File: config.mk
export PLATFORM = sky130hd
export DESIGN_NAME = axil_channel_slice
export DESIGN_NICKNAME = d
export VERILOG_FILES = /design/src/source/axil_channel_slice.sv
export SDC_FILE = /design/constraint.sdc
export NUM_CORES = 1
export LEC_CHECK = 0
export BUFFER_PORTS_ARGS = -buffer_cell sky130_fd_sc_hd__buf_2
export CELL_PAD_IN_SITES_DETAIL_PLACEMENT = 2
export CELL_PAD_IN_SITES_GLOBAL_PLACEMENT = 2
export CORE_MARGIN = 8
export CORE_UTILIZATION = 28
export CTS_CLUSTER_DIAMETER = 150
export CTS_CLUSTER_SIZE = 16
export DETAILED_ROUTE_END_ITERATION = 7
export GPL_TIMING_DRIVEN = 0
export HOLD_SLACK_MARGIN = 0.03
export PLACE_DENSITY_LB_ADDON = 0.1
export SLEW_MARGIN = 20
export SYNTH_ARGS = -nofsm -noshare
export SYNTH_HDL_FRONTEND = slang
export SYNTH_SLANG_ARGS = --single-unit
File: constraint.sdc
create_clock -name clk_main_a0 -period 3.25 [get_ports clk_main_a0]
set_input_delay 0.1625 -clock clk_main_a0 [delete_from_list [all_inputs] [get_ports clk_main_a0]]
set_output_delay 0.1625 -clock clk_main_a0 [all_outputs]
set_load 0.005 [all_outputs]
File: src/source/axil_channel_slice.sv
/* Single-entry register stage for one valid/ready channel.
   Adds one cycle of latency and still passes one item per cycle. */

`timescale 1ns/100ps

module axil_channel_slice #(
  parameter int WIDTH = 32
) (
  input  logic             clk_main_a0,
  input  logic             rst_main_n_sync,
  // Upstream side
  input  logic             s_valid_i,
  input  logic [WIDTH-1:0] s_data_i,
  output logic             s_ready_o,
  // Downstream side
  output logic             m_valid_o,
  output logic [WIDTH-1:0] m_data_o,
  input  logic             m_ready_i
);

  logic             full_q;
  logic [WIDTH-1:0] data_q;
  logic             take;

  // Room when empty or when the held item leaves this cycle
  assign s_ready_o = !full_q || m_ready_i;
  assign take      = s_valid_i && s_ready_o;

  always_ff @(posedge clk_main_a0) begin
    if (!rst_main_n_sync) begin
      full_q <= 1'b0;
    end else if (take) begin
      full_q <= 1'b1;
    end else if (m_ready_i) begin
      full_q <= 1'b0;
    end
  end

  always_ff @(posedge clk_main_a0) begin
    if (take) begin
      data_q <= s_data_i;
    end
  end

  assign m_valid_o = full_q;
  assign m_data_o  = data_q;

  // Downstream sees a stable item until it is taken
  a_hold_stable: assert property (
    @(posedge clk_main_a0) disable iff (!rst_main_n_sync)
    m_valid_o && !m_ready_i |=> m_valid_o && $stable(m_data_o)
  );

endmodule

### After elaboration in Yosys (flattened, before gate mapping)

Cells that the tools add are included.

| storage, ports and cells | value |
|---|---|
| bits in registers | 33 |
| input port bits | 36 |
| output and inout bits | 34 |
| word-level logic and storage cells | 8 |

| cells by class | value |
|---|---|
| mux-type cells | 2 |
| reduce and logical (&&, ||, !) cells | 4 |

Operator list:

| operator | count |
|---|---|
| 2-to-1 mux 1 bit | 2 |
| nonzero test 2 bit | 1 |
| logical AND 1 bit | 1 |
| logical NOT 1 bit | 1 |
| logical OR 1 bit | 1 |

### Logic depth before layout (Yosys ltp)

| logic depth | value |
|---|---|
| depth after elaboration | 4 |
| gate-level depth with buffers | 2 |
| mapped depth without buffers | 2 |

### Least setup slack after synthesis

No wires, ideal clock.

| timing path | value |
|---|---|
| path kind | register -> register |
| start | register full_q (netlist: m_valid_o) |
| end | register data_q[0] (netlist: m_data_o[0]) (enable) |
| library setup time | 340 ps |
| data arrival time | 751 ps |
| data required time | 2910 ps |
| setup slack | 2159 ps |
| cell stages (with the launch flop) | 3 |
| path buffers | 0 |
| period minus slack after synthesis | 1091 ps |
| path through | dfxtp_1 > nand2b_4 > and2_4 |

| on the way | value |
|---|---|
| longest elaborated chain between the ends | 3 |

RTL lines:

| element | RTL line | RTL |
|---|---|---|
| start, declared | 21 | `logic full_q;` |
| start signal, assigned | 31 | `full_q <= 1'b0;` |
| start signal, assigned | 33 | `full_q <= 1'b1;` |
| start signal, assigned | 35 | `full_q <= 1'b0;` |
| logical NOT 1 bit | 26 | `assign s_ready_o = !full_q \|\| m_ready_i;` |
| logical OR 1 bit | 26 |  |
| via s_ready_o | 14 | `output logic s_ready_o,` |
| logical AND 1 bit | 27 | `assign take = s_valid_i && s_ready_o;` |
| via take | 23 | `logic take;` |
| end signal, assigned | 41 | `data_q <= s_data_i;` |
| end, declared | 22 | `logic [WIDTH-1:0] data_q;` |

The timed path passes the listed nets, and every way through them passes these cells.
A chain may end at the register's enable or synchronous reset.

### Worst setup path in the final report

| timing path | value |
|---|---|
| start | register full_q (netlist: m_valid_o) |
| end | register data_q[28] (netlist: m_data_o[28]) (enable) |

| on the way | value |
|---|---|
| longest elaborated chain between the ends | 3 |

RTL lines:

| element | RTL line |
|---|---|
| logical NOT 1 bit | 26 |
| logical OR 1 bit | 26 |
| logical AND 1 bit | 27 |
| via take | 23 |

The timed path passes the listed nets, and every way through them passes these cells.

==> metrics.txt <==
met2 WL=1790 µm; setup_tns=0 ps; die area=5820 µm²; CTS tree=built; sequential area share after synthesis=0.963; Placement Rows=22; CTS root buffer=clkbuf_4; M1 WL=1010 µm; Slew HR=0.723; fraction of layout cells with a size suffix above 1=0.527; global route overflow=0; DRT Pass-1 Iters=3; gpl congestion=0.654; fin crit period=1200 ps; part of the power in registers=0.621; Buffers on Ports=69; Worst Skew=4.60 ps; io pins=70; clk sinks=33; Post-Syn Instances=37; synth top area cells=edfxtp_1, dfxtp_1, nand2b_4; RSZ-0062 raised after global routing=no; Setup WS pre-CTS=2060 ps; clk_lat worst skew=320 ps; Clock Path Buffers=2; Max Slew Vio Count=0; Startpoint Class=register; Pint=0.639 mW; DRC=0; clk slew on worst S/H paths=90 ps; Post-DP Area=1420 µm²; DIE HEIGHT=approximately 76 µm; DR top layer=met4; CTS H-tree depth=2; Vias=753; CP peak stage delay=around 400 ps; post-synth top area share=0.943; Leakage=~0.77 nW; Starting Density=0.285; fin crit share=0.369; Max-cap violations=0; CP Capture Type=register; critical path class=register to register; first-pass GRT wire length=about 5000 µm; WL final=slightly above 3000 µm; sw frac=0.209; vias in the first global route=908; Psw=0.169 mW; total core area=3580 µm²; metal3 WL=287 µm; post-route cell area=1790 µm²; Min Hold Slack=69.9 ps; clock share of power=0.263; class of the worst hold path=input port to register; CP max-delay cell=and2_4; Die W=76.3 µm; Synth area leader=edfxtp_1; postcts setup bufs=0; Initial DRC Count=10; CTS buffer count=5; FMAX=approximately 830 MHz; DRT antenna net count=0; commonest non-fill, non-tap cell in the layout=buf_2; Final Worst Setup Slack=approximately 2000 ps; CP required=3230 ps; Total Routing Usage GR=0.113; syn_nets=73; fin util=0.501; Max VDD drop=0.000272 V; CP Data Arrival Time=1180 ps; Worst Tran Pin Value=416 ps; Critical Path Fanout Max=32; final net count=181; synthesized area=roughly 1000 µm²; initial antenna violation count=0; Via density=3.88; final setup vio count=0; Avg Cell Area, Syn=27.5 µm²; Comb pwr share=0.115; cells along the critical path=nand2b_4 > and2_4; Layout area overhead=76.0%; pwr dens=451 nW/µm²; status=completed; Yosys cell types=6; Fin. Hold Viols=0; pin count of the biggest net entering global routing=33; ant diodes=0; commonest cells after routing, fill and taps aside=buf_2, dlygate4sd3_1, edfxtp_1; Seq cells post-synth=33; synth warn=0; WL/cell=about 16 µm
final timing paths:
| path | startpoint | endpoint | slack, ps | cells past startpoint |
|---|---|---|---|---|
| worst max-delay path | m_valid_o$_SDFFE_PN0P_ | m_data_o[28]$_DFFE_PP_ | 2050 | 2 |
| worst min-delay path | rst_main_n_sync | m_valid_o$_SDFFE_PN0P_ | 70 | 2 |
| worst max register to register | m_valid_o$_SDFFE_PN0P_ | m_data_o[28]$_DFFE_PP_ | 2050 | 2 |
| worst min register to register | m_valid_o$_SDFFE_PN0P_ | m_valid_o$_SDFFE_PN0P_ | 520 | 2 |
power by group through the flow:
stage,registers [mW],logic [mW],clock network (mW)
global route,0.506,0.102,0.239
CTS,0.502,0.0940,0.224
finish,0.502,0.0932,0.213
floorplan,0.515,0.0109,0
global placement,0.511,0.0623,0
detailed placement,0.512,0.0643,0
critical path: cells and delay by family (launching register included):
kind / cells / cell delay, ps
simple gates: 2 / 500
flops: 1 / 350
synth_stat cells:
cell	count
dfxtp_1	1
inv_1	1
and2_4	1
a21boi_2	1
nand2b_4	1
edfxtp_1	32
cell type report:
cell class | instances | area (µm²)
inverters | 1 | 3.75
repair buffers | 101 | 666
well taps | 48 | 60.1
fillers | 348 | 1790
multi-input cells | 3 | 33.8
flip-flops and latches | 33 | 981
clock buffers | 8 | 48.8
per-layer routing:
| layer | global-route usage | vias to the layer above |
|---|---|---|
| met5 | 0 | - |
| met4 | 0.0404 | 0 |
| met3 | 0.0637 | 5 |
| met2 | 0.217 | 41 |
| met1 | 0.0925 | 348 |
| li1 | - | 359 |
stage by stage:
step / total power, mW / cells
after floorplan: 0.526 / 37
after global placement: 0.573 / 154
after detailed placement: 0.577 / 154
after CTS: 0.820 / 194
after global routing: 0.847 / 194
final: 0.808 / 194
state kept, by name, summed over array words and instances (netlist names):
signal / flops
m_data_o: 32
m_valid_o: 1
what timing repair did:
action	in CTS	in global routing
hold endpoints to repair	32	0
hold buffers	32	0
gates resized for setup	0	0
cells by family after synthesis:
kind of cell / Yosys count / synth area share
AOI/OAI and AO/OA: 1 / 0.0111
buffers and inverters: 1 / 0.00368
DFF: 33 / 0.963
and+or+nand+nor: 2 / 0.0221
Power figures use the tool's default switching activity.
