`src/source/cl_shell_pkg.sv`:
```
/* Shared widths, response codes and card constants for the custom-logic shell.
   Host data is fixed at 32 bits with 4 byte strobes. */

package cl_shell_pkg;

  // --------------------------------------------------------------------------
  // Host AXI-Lite widths
  // --------------------------------------------------------------------------
  localparam int AXIL_ADDR_W = 32;
  localparam int AXIL_DATA_W = 32;
  localparam int AXIL_STRB_W = AXIL_DATA_W / 8;
  localparam int RESP_W      = 2;

  // Only the two codes this slave ever returns
  typedef enum logic [RESP_W-1:0] {
    RESP_OKAY   = 2'd0,
    RESP_SLVERR = 2'd2
  } resp_e;

  // One access in flight at a time
  typedef enum logic [1:0] {
    ST_IDLE,
    ST_WRITE_RESP,
    ST_READ_WAIT,
    ST_READ_RESP
  } bridge_state_e;

  // --------------------------------------------------------------------------
  // Status and counter widths
  // --------------------------------------------------------------------------
  localparam int STATUS_W  = 16;
  localparam int GLCOUNT_W = 64;

  // Card identification words
  // Vendor and device in ID0, subsystem in ID1
  localparam logic [31:0] CARD_ID0 = 32'hf000_1d0f;
  localparam logic [31:0] CARD_ID1 = 32'h1d51_fedd;

  // --------------------------------------------------------------------------
  // Top-level defaults
  // --------------------------------------------------------------------------
  // Must be a power of two, at least 2
  localparam int DEFAULT_MEM_WORDS = 256;

  localparam logic [STATUS_W-1:0] DEFAULT_VLED_PATTERN = 16'hbeef;

endpackage

```
`src/source/status_regs.sv`:
```
/* Virtual DIP synchronizer, fixed LED pattern and global counter sample.
   Only the low 32 bits of the counter reach the status output. */

`timescale 1ns/100ps

module status_regs #(
  parameter logic [cl_shell_pkg::STATUS_W-1:0] VLED_PATTERN = 16'hbeef
) (
  input  logic                                clk_main_a0,
  input  logic                                rst_main_n_sync,
  input  logic [cl_shell_pkg::STATUS_W-1:0]   vdip_i,
  input  logic [cl_shell_pkg::GLCOUNT_W-1:0]  glcount_i,
  output logic [cl_shell_pkg::STATUS_W-1:0]   vled_o,
  output logic [31:0]                         status0_o,
  output logic [31:0]                         status1_o
);

  logic [cl_shell_pkg::STATUS_W-1:0] vdip_q1;
  logic [cl_shell_pkg::STATUS_W-1:0] vdip_q2;
  logic [cl_shell_pkg::STATUS_W-1:0] vled_q;
  logic [cl_shell_pkg::STATUS_W-1:0] vled_out_q;
  logic [31:0]                       glcount_q;

  // --------------------------------------------------------------------------
  // DIP synchronizer and LED register
  // --------------------------------------------------------------------------
  always_ff @(posedge clk_main_a0) begin
    if (!rst_main_n_sync) begin
      vdip_q1    <= '0;
      vdip_q2    <= '0;
      vled_q     <= '0;
      vled_out_q <= '0;
    end else begin
      vdip_q1    <= vdip_i;
      vdip_q2    <= vdip_q1;
      // Pattern reaches the pins on the second cycle out of reset
      vled_q     <= VLED_PATTERN;
      vled_out_q <= vled_q;
    end
  end

  // Counter sample, one cycle behind the shell counter
  always_ff @(posedge clk_main_a0) begin
    if (!rst_main_n_sync) begin
      glcount_q <= '0;
    end else begin
      glcount_q <= glcount_i[31:0];
    end
  end

  assign vled_o    = vled_out_q;
  assign status0_o = {{(32 - cl_shell_pkg::STATUS_W){1'b0}}, vdip_q2};
  assign status1_o = glcount_q;

endmodule

```
`config.mk`:
```
export PLATFORM = sky130hd
export DESIGN_NAME = status_regs
export DESIGN_NICKNAME = d
export VERILOG_FILES = /design/src/source/cl_shell_pkg.sv /design/src/source/status_regs.sv
export SDC_FILE = /design/constraint.sdc
export NUM_CORES = 1
export LEC_CHECK = 0
export BUFFER_PORTS_ARGS = -buffer_cell sky130_fd_sc_hd__buf_2
export CAP_MARGIN = 30
export CORE_MARGIN = 3
export CORE_UTILIZATION = 41
export CTS_CLUSTER_DIAMETER = 50
export DETAILED_ROUTE_END_ITERATION = 12
export PLACE_DENSITY = 0.83
export SLEW_MARGIN = 25
export SYNTH_ARGS = -nofsm -noshare
export SYNTH_HDL_FRONTEND = slang
export SYNTH_SLANG_ARGS = --single-unit
```
`constraint.sdc`:
```
create_clock -name clk_main_a0 -period 1.19 [get_ports clk_main_a0]
set_input_delay 0.119 -clock clk_main_a0 [delete_from_list [all_inputs] [get_ports clk_main_a0]]
set_output_delay 0.119 -clock clk_main_a0 [all_outputs]
set_load 0.005 [all_outputs]
```
Yosys cells after proc, flatten, opt, wreduce, memory -nomap -nowiden:

Cells that the tools add are included.

* register bits: 96
* input port bits: 82
* output and inout port bits: 80

* multiplexer cells: 1

Operators with widths (count)
* 16-bit two-way mux: 1

Depth between registers and ports, before layout:

* depth after elaboration: 1
* mapped depth: 3
* depth with buffers taken out: 1

Least setup slack after synthesis:

OpenSTA, ideal clock, no wires.

* kind: flip-flop to output port
* start point: register vled_o[13] (netlist name)
* end point: output port vled_o[10] (netlist bit)
* arrival: 0.668 ns
* data required time: 1.071 ns
* path slack: 0.403 ns
* cell stages (with the launch flop): 2
* cells stage by stage: dfxtp_1 > buf_4

RTL lines
* end: declaration: RTL line status_regs.sv:13 `output logic [cl_shell_pkg::STATUS_W-1:0] vled_o,`

==> impl_metrics.py <==
metrics = {
    "routing": {
        "postRouteAntennaNets": 0,
        "met1_length_mm": 1.68,
        "avgRoutedWirePerCell_um": 11.5,
        "wl_met3_um": 457,
        "remaining_drc_errors": 0,
        "drt-initial-drc-count": 37,
        "top_layer_used": "met4",
        "met2WireLength_mm": 2.29,
        "routed_wl_mm": 4.48,
        "vias": 1502,
        "via_per_inst": 3.86,
        "drtPass1Iterations": 4,
    },
    "synth": {
        "synth_seq_cells": 66,
        "async_flop_share": 0,
        "synth_cells": 170,
        "syn_area_per_cell_um2": 12.0,
        "synth_top_area_share": 0.649,
        "ys_top_cells_by_area": "dfxtp_1 65%, and2_1 20%, buf_4 11%, buf_6 3.3%, buf_2 0.25%",
        "synth_top_cell_by_area": "dfxtp_1",
        "syn_area_um2": 2040,
        "synth_common_cells": "66 x dfxtp_1, 65 x and2_1, 31 x buf_4",
        "synth_flop_cell": "dfxtp_1",
        "yosysMostFrequentCell": "dfxtp_1",
        "synth.distinct_cells": 6,
        "ys_warn_count": 0,
        "synth-edff-count": 0,
        "synth_seq_area_share": 0.649,
    },
    "worst_hold_path": {
        "min_path_cells": 2,
        "worstHoldPathType": "in -> reg",
    },
    "floorplan": {
        "dieArea_um2": 5850,
        "die_w_um": 76.5,
        "die_y_um": 76.5,
        "io_pins": 162,
        "start_util": 0.428,
        "coreArea_um2": 4750,
        "std_cell_rows": 25,
    },
    "global_routing": {
        "track_usage": 0.169,
        "antenna_found_initial": 0,
        "grt_pass1_wl_mm": 7.53,
        "grt_pass1_vias": 1553,
        "grt_max_degree": 67,
        "overflow": 0,
    },
    "setup_path": {
        "cp_top_family": "flip-flops",
        "path_buf_inv": 1,
        "rrSetupSlack_ns": 0.63,
        "reg2reg_depth": 1,
        "cp_slowest_stage_delay_ns": 0.40,
        "endpoint_kind": "primary output",
        "worstPathArrival_ns": 0.87,
        "start_kind": "register",
        "crit_cells": 1,
        "crit_fanout": 13,
        "crit_required_ns": 1.07,
        "crit_type": "reg -> out",
        "critical_path.cell_chain": "buf_2",
        "slowest_stage": "dfxtp_2",
    },
    "clock_network": {
        "cts_tree": "done",
        "root_buffer": "clkbuf_8",
        "clkSinkCount": 66,
        "post_cts_buffers": 0,
        "htreeDepth": 3,
        "clockBufferDepth": 2,
        "clock_latency_ns": 0.32,
        "clkSlewWorstSetupHoldPaths_ns": 0.06,
        "cts_buffers": 9,
    },
    "timing": {
        "setup_viol": 0,
        "slew_violations": 0,
        "holdWs_ns": 0.0147,
        "fin_tns_setup_ns": 0,
        "rsz0062_at_grt": "no",
        "final_hold_viol_count": 0,
        "skew_ns": 0.00437,
        "period_needed_ns": 0.986,
        "period_share": 0.829,
        "max_freq_ghz": 1.01,
    },
    "pwr": {
        "powerDensity_nw_per_um2": 1460,
        "power_leakage_nw": 1.57,
        "ir_drop_uv": 620,
    },
    "placed_design": {
        "dp_hpwl_mm": 2.56,
        "dp.cells": 328,
        "gp_congestion": 0.621,
        "io_buffers": 110,
        "dpl_cell_area_um2": 2450,
    },
    "cells_and_area": {
        "final_cells": 389,
        "nets": 400,
        "final_cell_area_um2": 3100,
        "final_util": 0.652,
        "area_growth_pct": 52.2,
        "drive_gt1_frac": 0.388,
        "diodes": 0,
    },
    "flow_run": {
        "drv_cap": 0,
    },
    "run_status": {
        "outcome": "complete, no violations",
    },
}
## per-layer routing
metal | vias up | global-route usage
met5 | - | 0
met1 | 649 | 0.168
met4 | 0 | 0.0761
met3 | 6 | 0.0851
li1 | 750 | -
met2 | 97 | 0.293
## what timing repair did
item | in CTS | in global routing
hold buffers | 45 | 1
hold endpoints to repair | 45 | 1
gates resized for setup | 0 | 1
setup endpoints to repair | 0 | 13
## final timing paths
kind | startpoint | endpoint
worst min register to register | vdip_q1[12] | vdip_q2[12]
worst max-delay path | vled_o[13] | vled_o[6]
worst min-delay path | glcount_i[29] | status1_o[29]
worst max register to register | vdip_q1[2] | vdip_q2[2]
## area by class of cell
cell class                 count  area, um2
fill                         373       1650
sequential                    66       1320
timing repair buffer         157       1030
multi-input combinational     84        478
clock buffer                  12        145
tap                           67       83.8
clock inverter                 3       40.0
## logic make-up (layout without fill, tap and decap cells)
kind of cell	Yosys count	after routing	share of synthesized area
other cells	1	19	0.00184
buf+inv	38	172	0.150
simple gates	65	65	0.200
flops	66	66	0.649
## metrics by stage
step | setup slack [ns] | power, mW
CTS | 0.0636 | 4.57
finish | 0.204 | 4.53
global route | 0.102 | 4.77
detailed placement | 0.428 | 2.70
global placement | 0.469 | 2.69
floorplan | 0.403 | 2.60
## state kept, by name (all words and copies together), names as in the netlist
name       count
vdip_q1       16
vled_q         1
vdip_q2       16
vled_o         1
status1_o     32
## report_power, final
| group | switching [mW] | internal, mW | leakage [nW] | total (mW) |
|---|---|---|---|---|
| sequential | 0.0286 | 2.32 | 0.549 | 2.35 |
| combinational | 0.153 | 0.275 | 0.929 | 0.429 |
| clock | 0.740 | 1.01 | 0.0962 | 1.75 |
| total | 0.922 | 3.60 | 1.57 | 4.53 |
## layout by cell type, fill, tap and decap left out, drive strengths merged
| cell type | n |
|---|---|
| dfxtp | 66 |
| clkinv | 2 |
| conb | 19 |
| bufinv | 1 |
| dlygate4sd3 | 46 |
| buf | 111 |
| clkbuf | 12 |
| and2 | 65 |
(Power assumes the default switching activity.)
