## src/source/cl_shell_pkg.sv

```systemverilog
/* Shared widths, response codes and card constants for the custom-logic shell.
   Host data is fixed at 32 bits with 4 byte strobes. */

package cl_shell_pkg;

  // --------------------------------------------------------------------------
  // Host AXI-Lite widths
  // --------------------------------------------------------------------------
  localparam int AXIL_ADDR_W = 32;
  localparam int AXIL_DATA_W = 32;
  localparam int AXIL_STRB_W = AXIL_DATA_W / 8;
  localparam int RESP_W      = 2;

  // Only the two codes this slave ever returns
  typedef enum logic [RESP_W-1:0] {
    RESP_OKAY   = 2'd0,
    RESP_SLVERR = 2'd2
  } resp_e;

  // One access in flight at a time
  typedef enum logic [1:0] {
    ST_IDLE,
    ST_WRITE_RESP,
    ST_READ_WAIT,
    ST_READ_RESP
  } bridge_state_e;

  // --------------------------------------------------------------------------
  // Status and counter widths
  // --------------------------------------------------------------------------
  localparam int STATUS_W  = 16;
  localparam int GLCOUNT_W = 64;

  // Card identification words
  // Vendor and device in ID0, subsystem in ID1
  localparam logic [31:0] CARD_ID0 = 32'hf000_1d0f;
  localparam logic [31:0] CARD_ID1 = 32'h1d51_fedd;

  // --------------------------------------------------------------------------
  // Top-level defaults
  // --------------------------------------------------------------------------
  // Must be a power of two, at least 2
  localparam int DEFAULT_MEM_WORDS = 256;

  localparam logic [STATUS_W-1:0] DEFAULT_VLED_PATTERN = 16'hbeef;

endpackage

```

## src/source/axil_mem_bridge.sv

```systemverilog
/* AXI-Lite slave onto a word memory, one access at a time and writes before reads.
   Addresses at or above 4*MEM_WORDS get SLVERR; sub-word address bits are ignored. */

`timescale 1ns/100ps

module axil_mem_bridge #(
  parameter int MEM_WORDS = 256
) (
  input  logic                                 clk_main_a0,
  input  logic                                 rst_main_n_sync,
  // Write address and data
  input  logic                                 awvalid_i,
  input  logic [cl_shell_pkg::AXIL_ADDR_W-1:0] awaddr_i,
  output logic                                 awready_o,
  input  logic                                 wvalid_i,
  input  logic [cl_shell_pkg::AXIL_DATA_W-1:0] wdata_i,
  input  logic [cl_shell_pkg::AXIL_STRB_W-1:0] wstrb_i,
  output logic                                 wready_o,
  // Write response
  output logic                                 bvalid_o,
  output cl_shell_pkg::resp_e                  bresp_o,
  input  logic                                 bready_i,
  // Read address
  input  logic                                 arvalid_i,
  input  logic [cl_shell_pkg::AXIL_ADDR_W-1:0] araddr_i,
  output logic                                 arready_o,
  // Read data
  output logic                                 rvalid_o,
  output logic [cl_shell_pkg::AXIL_DATA_W-1:0] rdata_o,
  output cl_shell_pkg::resp_e                  rresp_o,
  input  logic                                 rready_i,
  // Memory side
  output logic                                 mem_we_o,
  output logic                                 mem_re_o,
  output logic [$clog2(MEM_WORDS)-1:0]         mem_addr_o,
  output logic [cl_shell_pkg::AXIL_DATA_W-1:0] mem_wdata_o,
  output logic [cl_shell_pkg::AXIL_STRB_W-1:0] mem_wstrb_o,
  input  logic [cl_shell_pkg::AXIL_DATA_W-1:0] mem_rdata_i
);

  localparam int IDX_W = $clog2(MEM_WORDS);
  localparam logic [cl_shell_pkg::AXIL_ADDR_W-1:0] ADDR_LIMIT = 4 * MEM_WORDS;

  cl_shell_pkg::bridge_state_e state_q;

  cl_shell_pkg::resp_e                  bresp_q;
  cl_shell_pkg::resp_e                  rresp_q;
  logic [cl_shell_pkg::AXIL_DATA_W-1:0] rdata_q;
  logic                                 rd_ok_q;

  logic wr_go;
  logic rd_go;
  logic wr_in_range;
  logic rd_in_range;

  // --------------------------------------------------------------------------
  // Request acceptance
  // --------------------------------------------------------------------------
  // A write needs address and data together and wins over a waiting read
  assign wr_go = (state_q == cl_shell_pkg::ST_IDLE) && awvalid_i && wvalid_i;
  assign rd_go = (state_q == cl_shell_pkg::ST_IDLE) && arvalid_i && !(awvalid_i && wvalid_i);

  assign awready_o = wr_go;
  assign wready_o  = wr_go;
  assign arready_o = rd_go;

  assign wr_in_range = awaddr_i < ADDR_LIMIT;
  assign rd_in_range = araddr_i < ADDR_LIMIT;

  // Memory strobes only for in-range addresses
  assign mem_we_o    = wr_go && wr_in_range;
  assign mem_re_o    = rd_go && rd_in_range;
  assign mem_addr_o  = wr_go ? awaddr_i[IDX_W+1:2] : araddr_i[IDX_W+1:2];
  assign mem_wdata_o = wdata_i;
  assign mem_wstrb_o = wstrb_i;

  // --------------------------------------------------------------------------
  // Sequencing
  // --------------------------------------------------------------------------
  always_ff @(posedge clk_main_a0) begin
    if (!rst_main_n_sync) begin
      state_q <= cl_shell_pkg::ST_IDLE;
    end else begin
      case (state_q)
        cl_shell_pkg::ST_IDLE: begin
          if (wr_go) begin
            state_q <= cl_shell_pkg::ST_WRITE_RESP;
          end else if (rd_go) begin
            state_q <= cl_shell_pkg::ST_READ_WAIT;
          end
        end
        cl_shell_pkg::ST_WRITE_RESP: begin
          if (bready_i) begin
            state_q <= cl_shell_pkg::ST_IDLE;
          end
        end
        // Memory data arrives the cycle after mem_re
        cl_shell_pkg::ST_READ_WAIT: begin
          state_q <= cl_shell_pkg::ST_READ_RESP;
        end
        cl_shell_pkg::ST_READ_RESP: begin
          if (rready_i) begin
            state_q <= cl_shell_pkg::ST_IDLE;
          end
        end
        default: begin
          state_q <= cl_shell_pkg::ST_IDLE;
        end
      endcase
    end
  end

  // Response payload, held until the response slice takes it
  always_ff @(posedge clk_main_a0) begin
    if (wr_go) begin
      bresp_q <= wr_in_range ? cl_shell_pkg::RESP_OKAY : cl_shell_pkg::RESP_SLVERR;
    end
    if (rd_go) begin
      rresp_q <= rd_in_range ? cl_shell_pkg::RESP_OKAY : cl_shell_pkg::RESP_SLVERR;
      rd_ok_q <= rd_in_range;
    end
    if (state_q == cl_shell_pkg::ST_READ_WAIT) begin
      rdata_q <= rd_ok_q ? mem_rdata_i : '0;
    end
  end

  assign bvalid_o = (state_q == cl_shell_pkg::ST_WRITE_RESP);
  assign bresp_o  = bresp_q;
  assign rvalid_o = (state_q == cl_shell_pkg::ST_READ_RESP);
  assign rdata_o  = rdata_q;
  assign rresp_o  = rresp_q;

  // Only one response channel active at a time
  a_one_resp: assert property (
    @(posedge clk_main_a0) disable iff (!rst_main_n_sync)
    !(bvalid_o && rvalid_o)
  );

  // Address and data handshakes complete in the same cycle
  a_aw_w_pair: assert property (
    @(posedge clk_main_a0) disable iff (!rst_main_n_sync)
    $rose(awready_o) |-> $rose(wready_o) && awvalid_i && wvalid_i
  );

endmodule

```

## config.mk

```make
export PLATFORM = sky130hd
export DESIGN_NAME = axil_mem_bridge
export DESIGN_NICKNAME = d
export VERILOG_FILES = /design/src/source/cl_shell_pkg.sv /design/src/source/axil_mem_bridge.sv
export SDC_FILE = /design/constraint.sdc
export NUM_CORES = 1
export LEC_CHECK = 0
export BUFFER_PORTS_ARGS = -buffer_cell sky130_fd_sc_hd__buf_2
export CAP_MARGIN = 10
export CORE_AREA = 2 2 88 90
export CTS_CLUSTER_DIAMETER = 50
export CTS_CLUSTER_SIZE = 40
export DETAILED_ROUTE_END_ITERATION = 10
export DIE_AREA = 0 0 90 92
export HOLD_SLACK_MARGIN = 0.03
export PLACE_DENSITY = 0.62
export SKIP_CTS_REPAIR_TIMING = 1
export SLEW_MARGIN = 20
export SYNTH_ARGS = -nofsm -noshare
export SYNTH_HDL_FRONTEND = slang
export SYNTH_SLANG_ARGS = --single-unit
```

## constraint.sdc

```tcl
create_clock -name clk_main_a0 -period 3.7 [get_ports clk_main_a0]
set_input_delay 0.37 -clock clk_main_a0 [delete_from_list [all_inputs] [get_ports clk_main_a0]]
set_output_delay 0.37 -clock clk_main_a0 [all_outputs]
set_load 0.01 [all_outputs]
```

# [Word level (Yosys, flattened, before mapping)]
# Index checks and enable logic that the tools add are counted.
[totals] ff_bits=39 in_bits=139 out_inout_bits=87 wordCells=31
[op_classes] order_cmp=2 n_eq_ne=6 mux=8 reduce_logical=10
[ops] op="less-than comparator 32 x 11 -> 1 bit (second input constant)" n=2
[ops] op="two-way mux 2 bit" n=6
[ops] op="two-way mux 8 bit" n=1
[ops] op="one-hot mux 2 bit (4 select lines)" n=1
[ops] op="logical AND 1 bit" n=7
[ops] op="equality test 2 bit (second input constant)" n=2
[ops] op="inequality test 2 x 1 -> 1 bit (second input constant)" n=2
[ops] op="inequality test 3 bit (second input constant)" n=1
[ops] op="AND reduction 3 bit" n=1
[ops] op="equality test 2 x 1 -> 1 bit (second input constant)" n=1
[ops] op="zero test 2 bit" n=1
[ops] op="zero test 1 bit" n=1

# [Depth between registers and ports, before layout]
[logic_depth] ltp_word=6 depth_mapped=4 depth_no_buf=3

# [Worst setup path before layout]
# OpenSTA, ideal clock, no wires.
[synth_path] kind="reg-to-reg" start="register state_q[1]" end="register rdata_q, in the netlist rdata_o[0], enable pin" setup_time_ns=0.425 t_arrival_ns=1.943 required_time_ns=3.275 slack_ns=1.332 stages_incl_launch_ff=3 path_buffers=1 period_less_slack_ns=2.368 cell_sequence="dfxtp_1 > buf_2 > nor2b_1"
[synth_between] elab_chain_len=1
[synth_rtl] item="start: declaration" line_no="axil_mem_bridge.sv:44" text="cl_shell_pkg::bridge_state_e state_q;"
[synth_rtl] item="start signal: assignment" line_no="axil_mem_bridge.sv:82" text="state_q <= cl_shell_pkg::ST_IDLE;"
[synth_rtl] item="start signal: assignment" line_no="axil_mem_bridge.sv:87" text="state_q <= cl_shell_pkg::ST_WRITE_RESP;"
[synth_rtl] item="start signal: assignment" line_no="axil_mem_bridge.sv:89" text="state_q <= cl_shell_pkg::ST_READ_WAIT;"
[synth_rtl] item="equality test 2 bit" line_no="axil_mem_bridge.sv:122" text="if (state_q == cl_shell_pkg::ST_READ_WAIT) begin"
[synth_rtl] item="end signal: assignment" line_no="axil_mem_bridge.sv:123" text="rdata_q <= rd_ok_q ? mem_rdata_i : '0;"
[synth_rtl] item="end: declaration" line_no="axil_mem_bridge.sv:48" text="logic [cl_shell_pkg::AXIL_DATA_W-1:0] rdata_q;"
# Every way passes these cells.
# A chain may end at the register's enable or synchronous reset.

# [Final worst setup path]
[layout_path] start="register state_q[0]" end="output mem_addr_o[2]"
[layout_between] elab_chain_len=4
[layout_rtl] item="zero test 2 bit" line_no="axil_mem_bridge.sv:60" text="assign wr_go = (state_q == cl_shell_pkg::ST_IDLE) && awvalid_i && wvalid_i;"
[layout_rtl] item="logical AND 1 bit (2 in a row)" line_no="axil_mem_bridge.sv:60"
[layout_rtl] item="two-way mux 8 bit" line_no="axil_mem_bridge.sv:73" text="assign mem_addr_o = wr_go ? awaddr_i[IDX_W+1:2] : araddr_i[IDX_W+1:2];"
[layout_rtl] item="end: declaration" line_no="axil_mem_bridge.sv:35" text="output logic [$clog2(MEM_WORDS)-1:0] mem_addr_o,"
# Every way passes these cells.

==> summary.md <==
| Metric | Value |
|---|---|
| Status | complete, no violations |
| Post-synth ARST share | 0 |
| N_diodes | 0 |
| Worst path arrival time | 1.71 ns |
| Reg2Reg Depth | 2 |
| Die W | 90 um |
| R2R Path End | rdata_o[30]$_SDFFCE_PN0P_ |
| Via count | approximately 1500 |
| Avg Cell Area, Syn | between 10 and 15 um^2 |
| PD cells | 351 nW/um^2 |
| CP Class | register to output port |
| Detailed Route WL | 4960 um |
| Clock Latency Late Sink | 0.27 ns |
| GRT Total Usage | 0.115 |
| Final period util | 0.562 |
| Worst Hold Class | input pin to register |
| Ratio of cells with drive above 1 in the final layout | 0.610 |
| Max Fclk | 480 MHz |
| Number of distinct library cells after synthesis | 23 |
| Placed cell areas | 2470 um^2 |
| Final Non-Filler Cells | roughly 370 |
| Leak | roughly 1.2 nW |
| Clk network pwr share | 0.285 |
| Switching Fraction | 0.227 |
| CTS tree | yes |
| # clock sinks | 37 |
| DR vias/cell | 3.99 |
| WHS Path Cells | 3 |
| Maxcap violations | 0 |
| Yosys warns | 0 |
| Clk slew on worst S/H paths | approximately 0.070 ns |
| Max Slew Vio Count | 0 |
| Worst R2R Start | state_q[1]$_SDFFE_PN0P_ |
| Least-Margin Pin Slew | 0.692 ns |
| Routability Congestion | about 0.81 |
| Die Y | 92 um |
| Crit-path max FO | 12 |
| Largest net degree at the start of global routing | 33 |
| Num CTS Buffers | 5 |
| Final Cell Area | between 2000 and 3000 um^2 |
| Min-Delay Endpoint | state_q[1]$_SDFFE_PN0P_ |
| Grt total ovfl | 0 |
| Std-Cell Rows | 32 |
| Drc violations | 0 |
| Worst setup path startpoint | state_q[0]$_SDFFE_PN0P_ |
| Setup total negative slack | 0 ns |
| Int Pwr | 0.694 mW |
| Synth Register Bits | 37 |
| Placed cells | 363 |
| CTS Root Cell | clkbuf_8 |
| Worst vdd ir | 132 uV |
| Fin nets | just over 400 |
| Initial Util | 0.256 |
| Post-synth EDFFs | 35 |
| Crit path launch type | register |
| DIE AREA | 8280 um^2 |
| Mapped Area | around 1900 um^2 |
| Worst reg2reg setup slack | 2.31 ns |
| Vias in the first global route | 1363 |
| Area Growth Syn to Fin | 34.1% |
| Top FF cell, synth | edfxtp_1 |
| Setup Skew | 0.00222 ns |
| Clk buf depth | 2 |
| Final Setup Violations | 0 |
| WL/cell | about 13 um |
| DRT iter0 DRCs | 41 |
| Number of top-level pins | 226 |
| DRT antenna net count | 0 |
| Initial antenna violation count | 0 |
| Max transition margin | 0.538 |
| Commonest non-fill, non-tap cells in the layout | buf_2, edfxtp_1, and2_1 |
| Mapped Cells | around 160 |
| # port buffers | 147 |
| Period minus WS final | 2.08 ns |
| Psw | 0.204 mW |
| Htree depth | 2 |
| First-pass GRT wire length | ~7400 um |
| Commonest non-fill, non-tap cell in the layout | buf_2 |
| Total Power | 0.898 mW |
| Sequential fraction of the synthesis area | 0.572 |
| CORE AREA | about 7400 um^2 |
| Combinational power share | 0.160 |
| Seq pwr share | 0.555 |
| Worst hold path startpoint | rst_main_n_sync |
| Req. time, crit path | between 3 and 4 ns |
| First-pass iteration count of the detailed router | 4 |
| Final Hold Vio Count | 0 |
| Crit end category | output port |
| RSZ-0062 raised after global routing | false |
## how the worst max path moves through the flow
stage | endpoint | slack, ns | depth (start not counted)
after floorplan | rdata_o[0]$_SDFFCE_PN0P_ | 1.33 | 2
after global placement | mem_addr_o[2] | 1.74 | 5
after detailed placement | mem_addr_o[0] | 1.73 | 5
after CTS | mem_addr_o[0] | 1.56 | 3
after global routing | mem_addr_o[2] | 1.48 | 3
final | mem_addr_o[2] | 1.62 | 3
## Yosys cell counts, types with 2 or more instances
master	instances	share of area
mux2_1	4	0.024
buf_4	39	0.15
dfxtp_1	2	0.021
and2_1	33	0.11
edfxtp_1	35	0.55
nor4_1	10	0.033
nand4_1	2	0.0066
nor3b_1	2	0.0079
nor2_1	4	0.0079
or2_2	2	0.0066
mux2_2	5	0.030
nor2b_1	2	0.0066
clkbuf_1	3	0.0059
nand2_1	3	0.0059
## routing by layer
layer | wire [um] | vias to the layer above | track usage
met5 | 0 | - | 0
met4 | 46 | 0 | 0.0385
met3 | 784 | 4 | 0.0641
met2 | 2600 | 139 | 0.204
met1 | 1530 | 614 | 0.114
li1 | - | 722 | -
## power by group through the flow
stage          logic (mW)  registers [mW]  clock network [mW]
2_1_floorplan      0.0952           0.515                   0
6_report            0.143           0.498               0.256
3_3_place_gp        0.145           0.508                   0
4_1_cts             0.146           0.499               0.271
5_1_grt             0.158           0.502               0.283
3_5_place_dp        0.146           0.508                   0
## cell type report
| cell class | instances | area (um^2) |
|---|---|---|
| Fill cell | 771 | 4890 |
| Sequential cell | 37 | 1090 |
| Timing Repair Buffer | 148 | 743 |
| Multi-Input combinational cell | 75 | 509 |
| Tap cell | 102 | 128 |
| Clock buffer | 6 | 72.6 |
| Clock inverter | 2 | 10.0 |
| Inverter | 1 | 3.75 |
## state kept, by name (all words and copies together), names as in the netlist
name     cells
rdata_o     32
state_q      2
rresp_o      1
rd_ok_q      1
bresp_o      1
## cells by family (layout without fill, tap and decap cells)
| kind of cell | count (synthesis) | count (layout) | synth area share |
|---|---|---|---|
| flip-flops | 37 | 37 | 0.572 |
| AND/OR/NAND/NOR | 61 | 61 | 0.198 |
| buffers and inverters | 44 | 157 | 0.164 |
| multiplexers | 9 | 9 | 0.0531 |
| other | 1 | 2 | 0.00197 |
| AO/OA/AOI/OAI | 3 | 3 | 0.0112 |
## through the flow
stage / utilization / worst slack (ns) / hold slack, ns
after floorplan: - / 1.33 / 0.506
final: 0.343 / 1.62 / 0.340
after CTS: 0.343 / 1.56 / 0.328
after global placement: 0.332 / 1.74 / 0.590
after global routing: 0.343 / 1.48 / 0.340
after detailed placement: 0.332 / 1.73 / 0.597
## worst max-delay path, cell delays in order (launching register included)
cell	delay, ns
dfxtp_1	0.38
nor3_4	0.52
mux2_2	0.39
buf_2	0.14
Note: power is estimated with default switching activity, not from simulation.
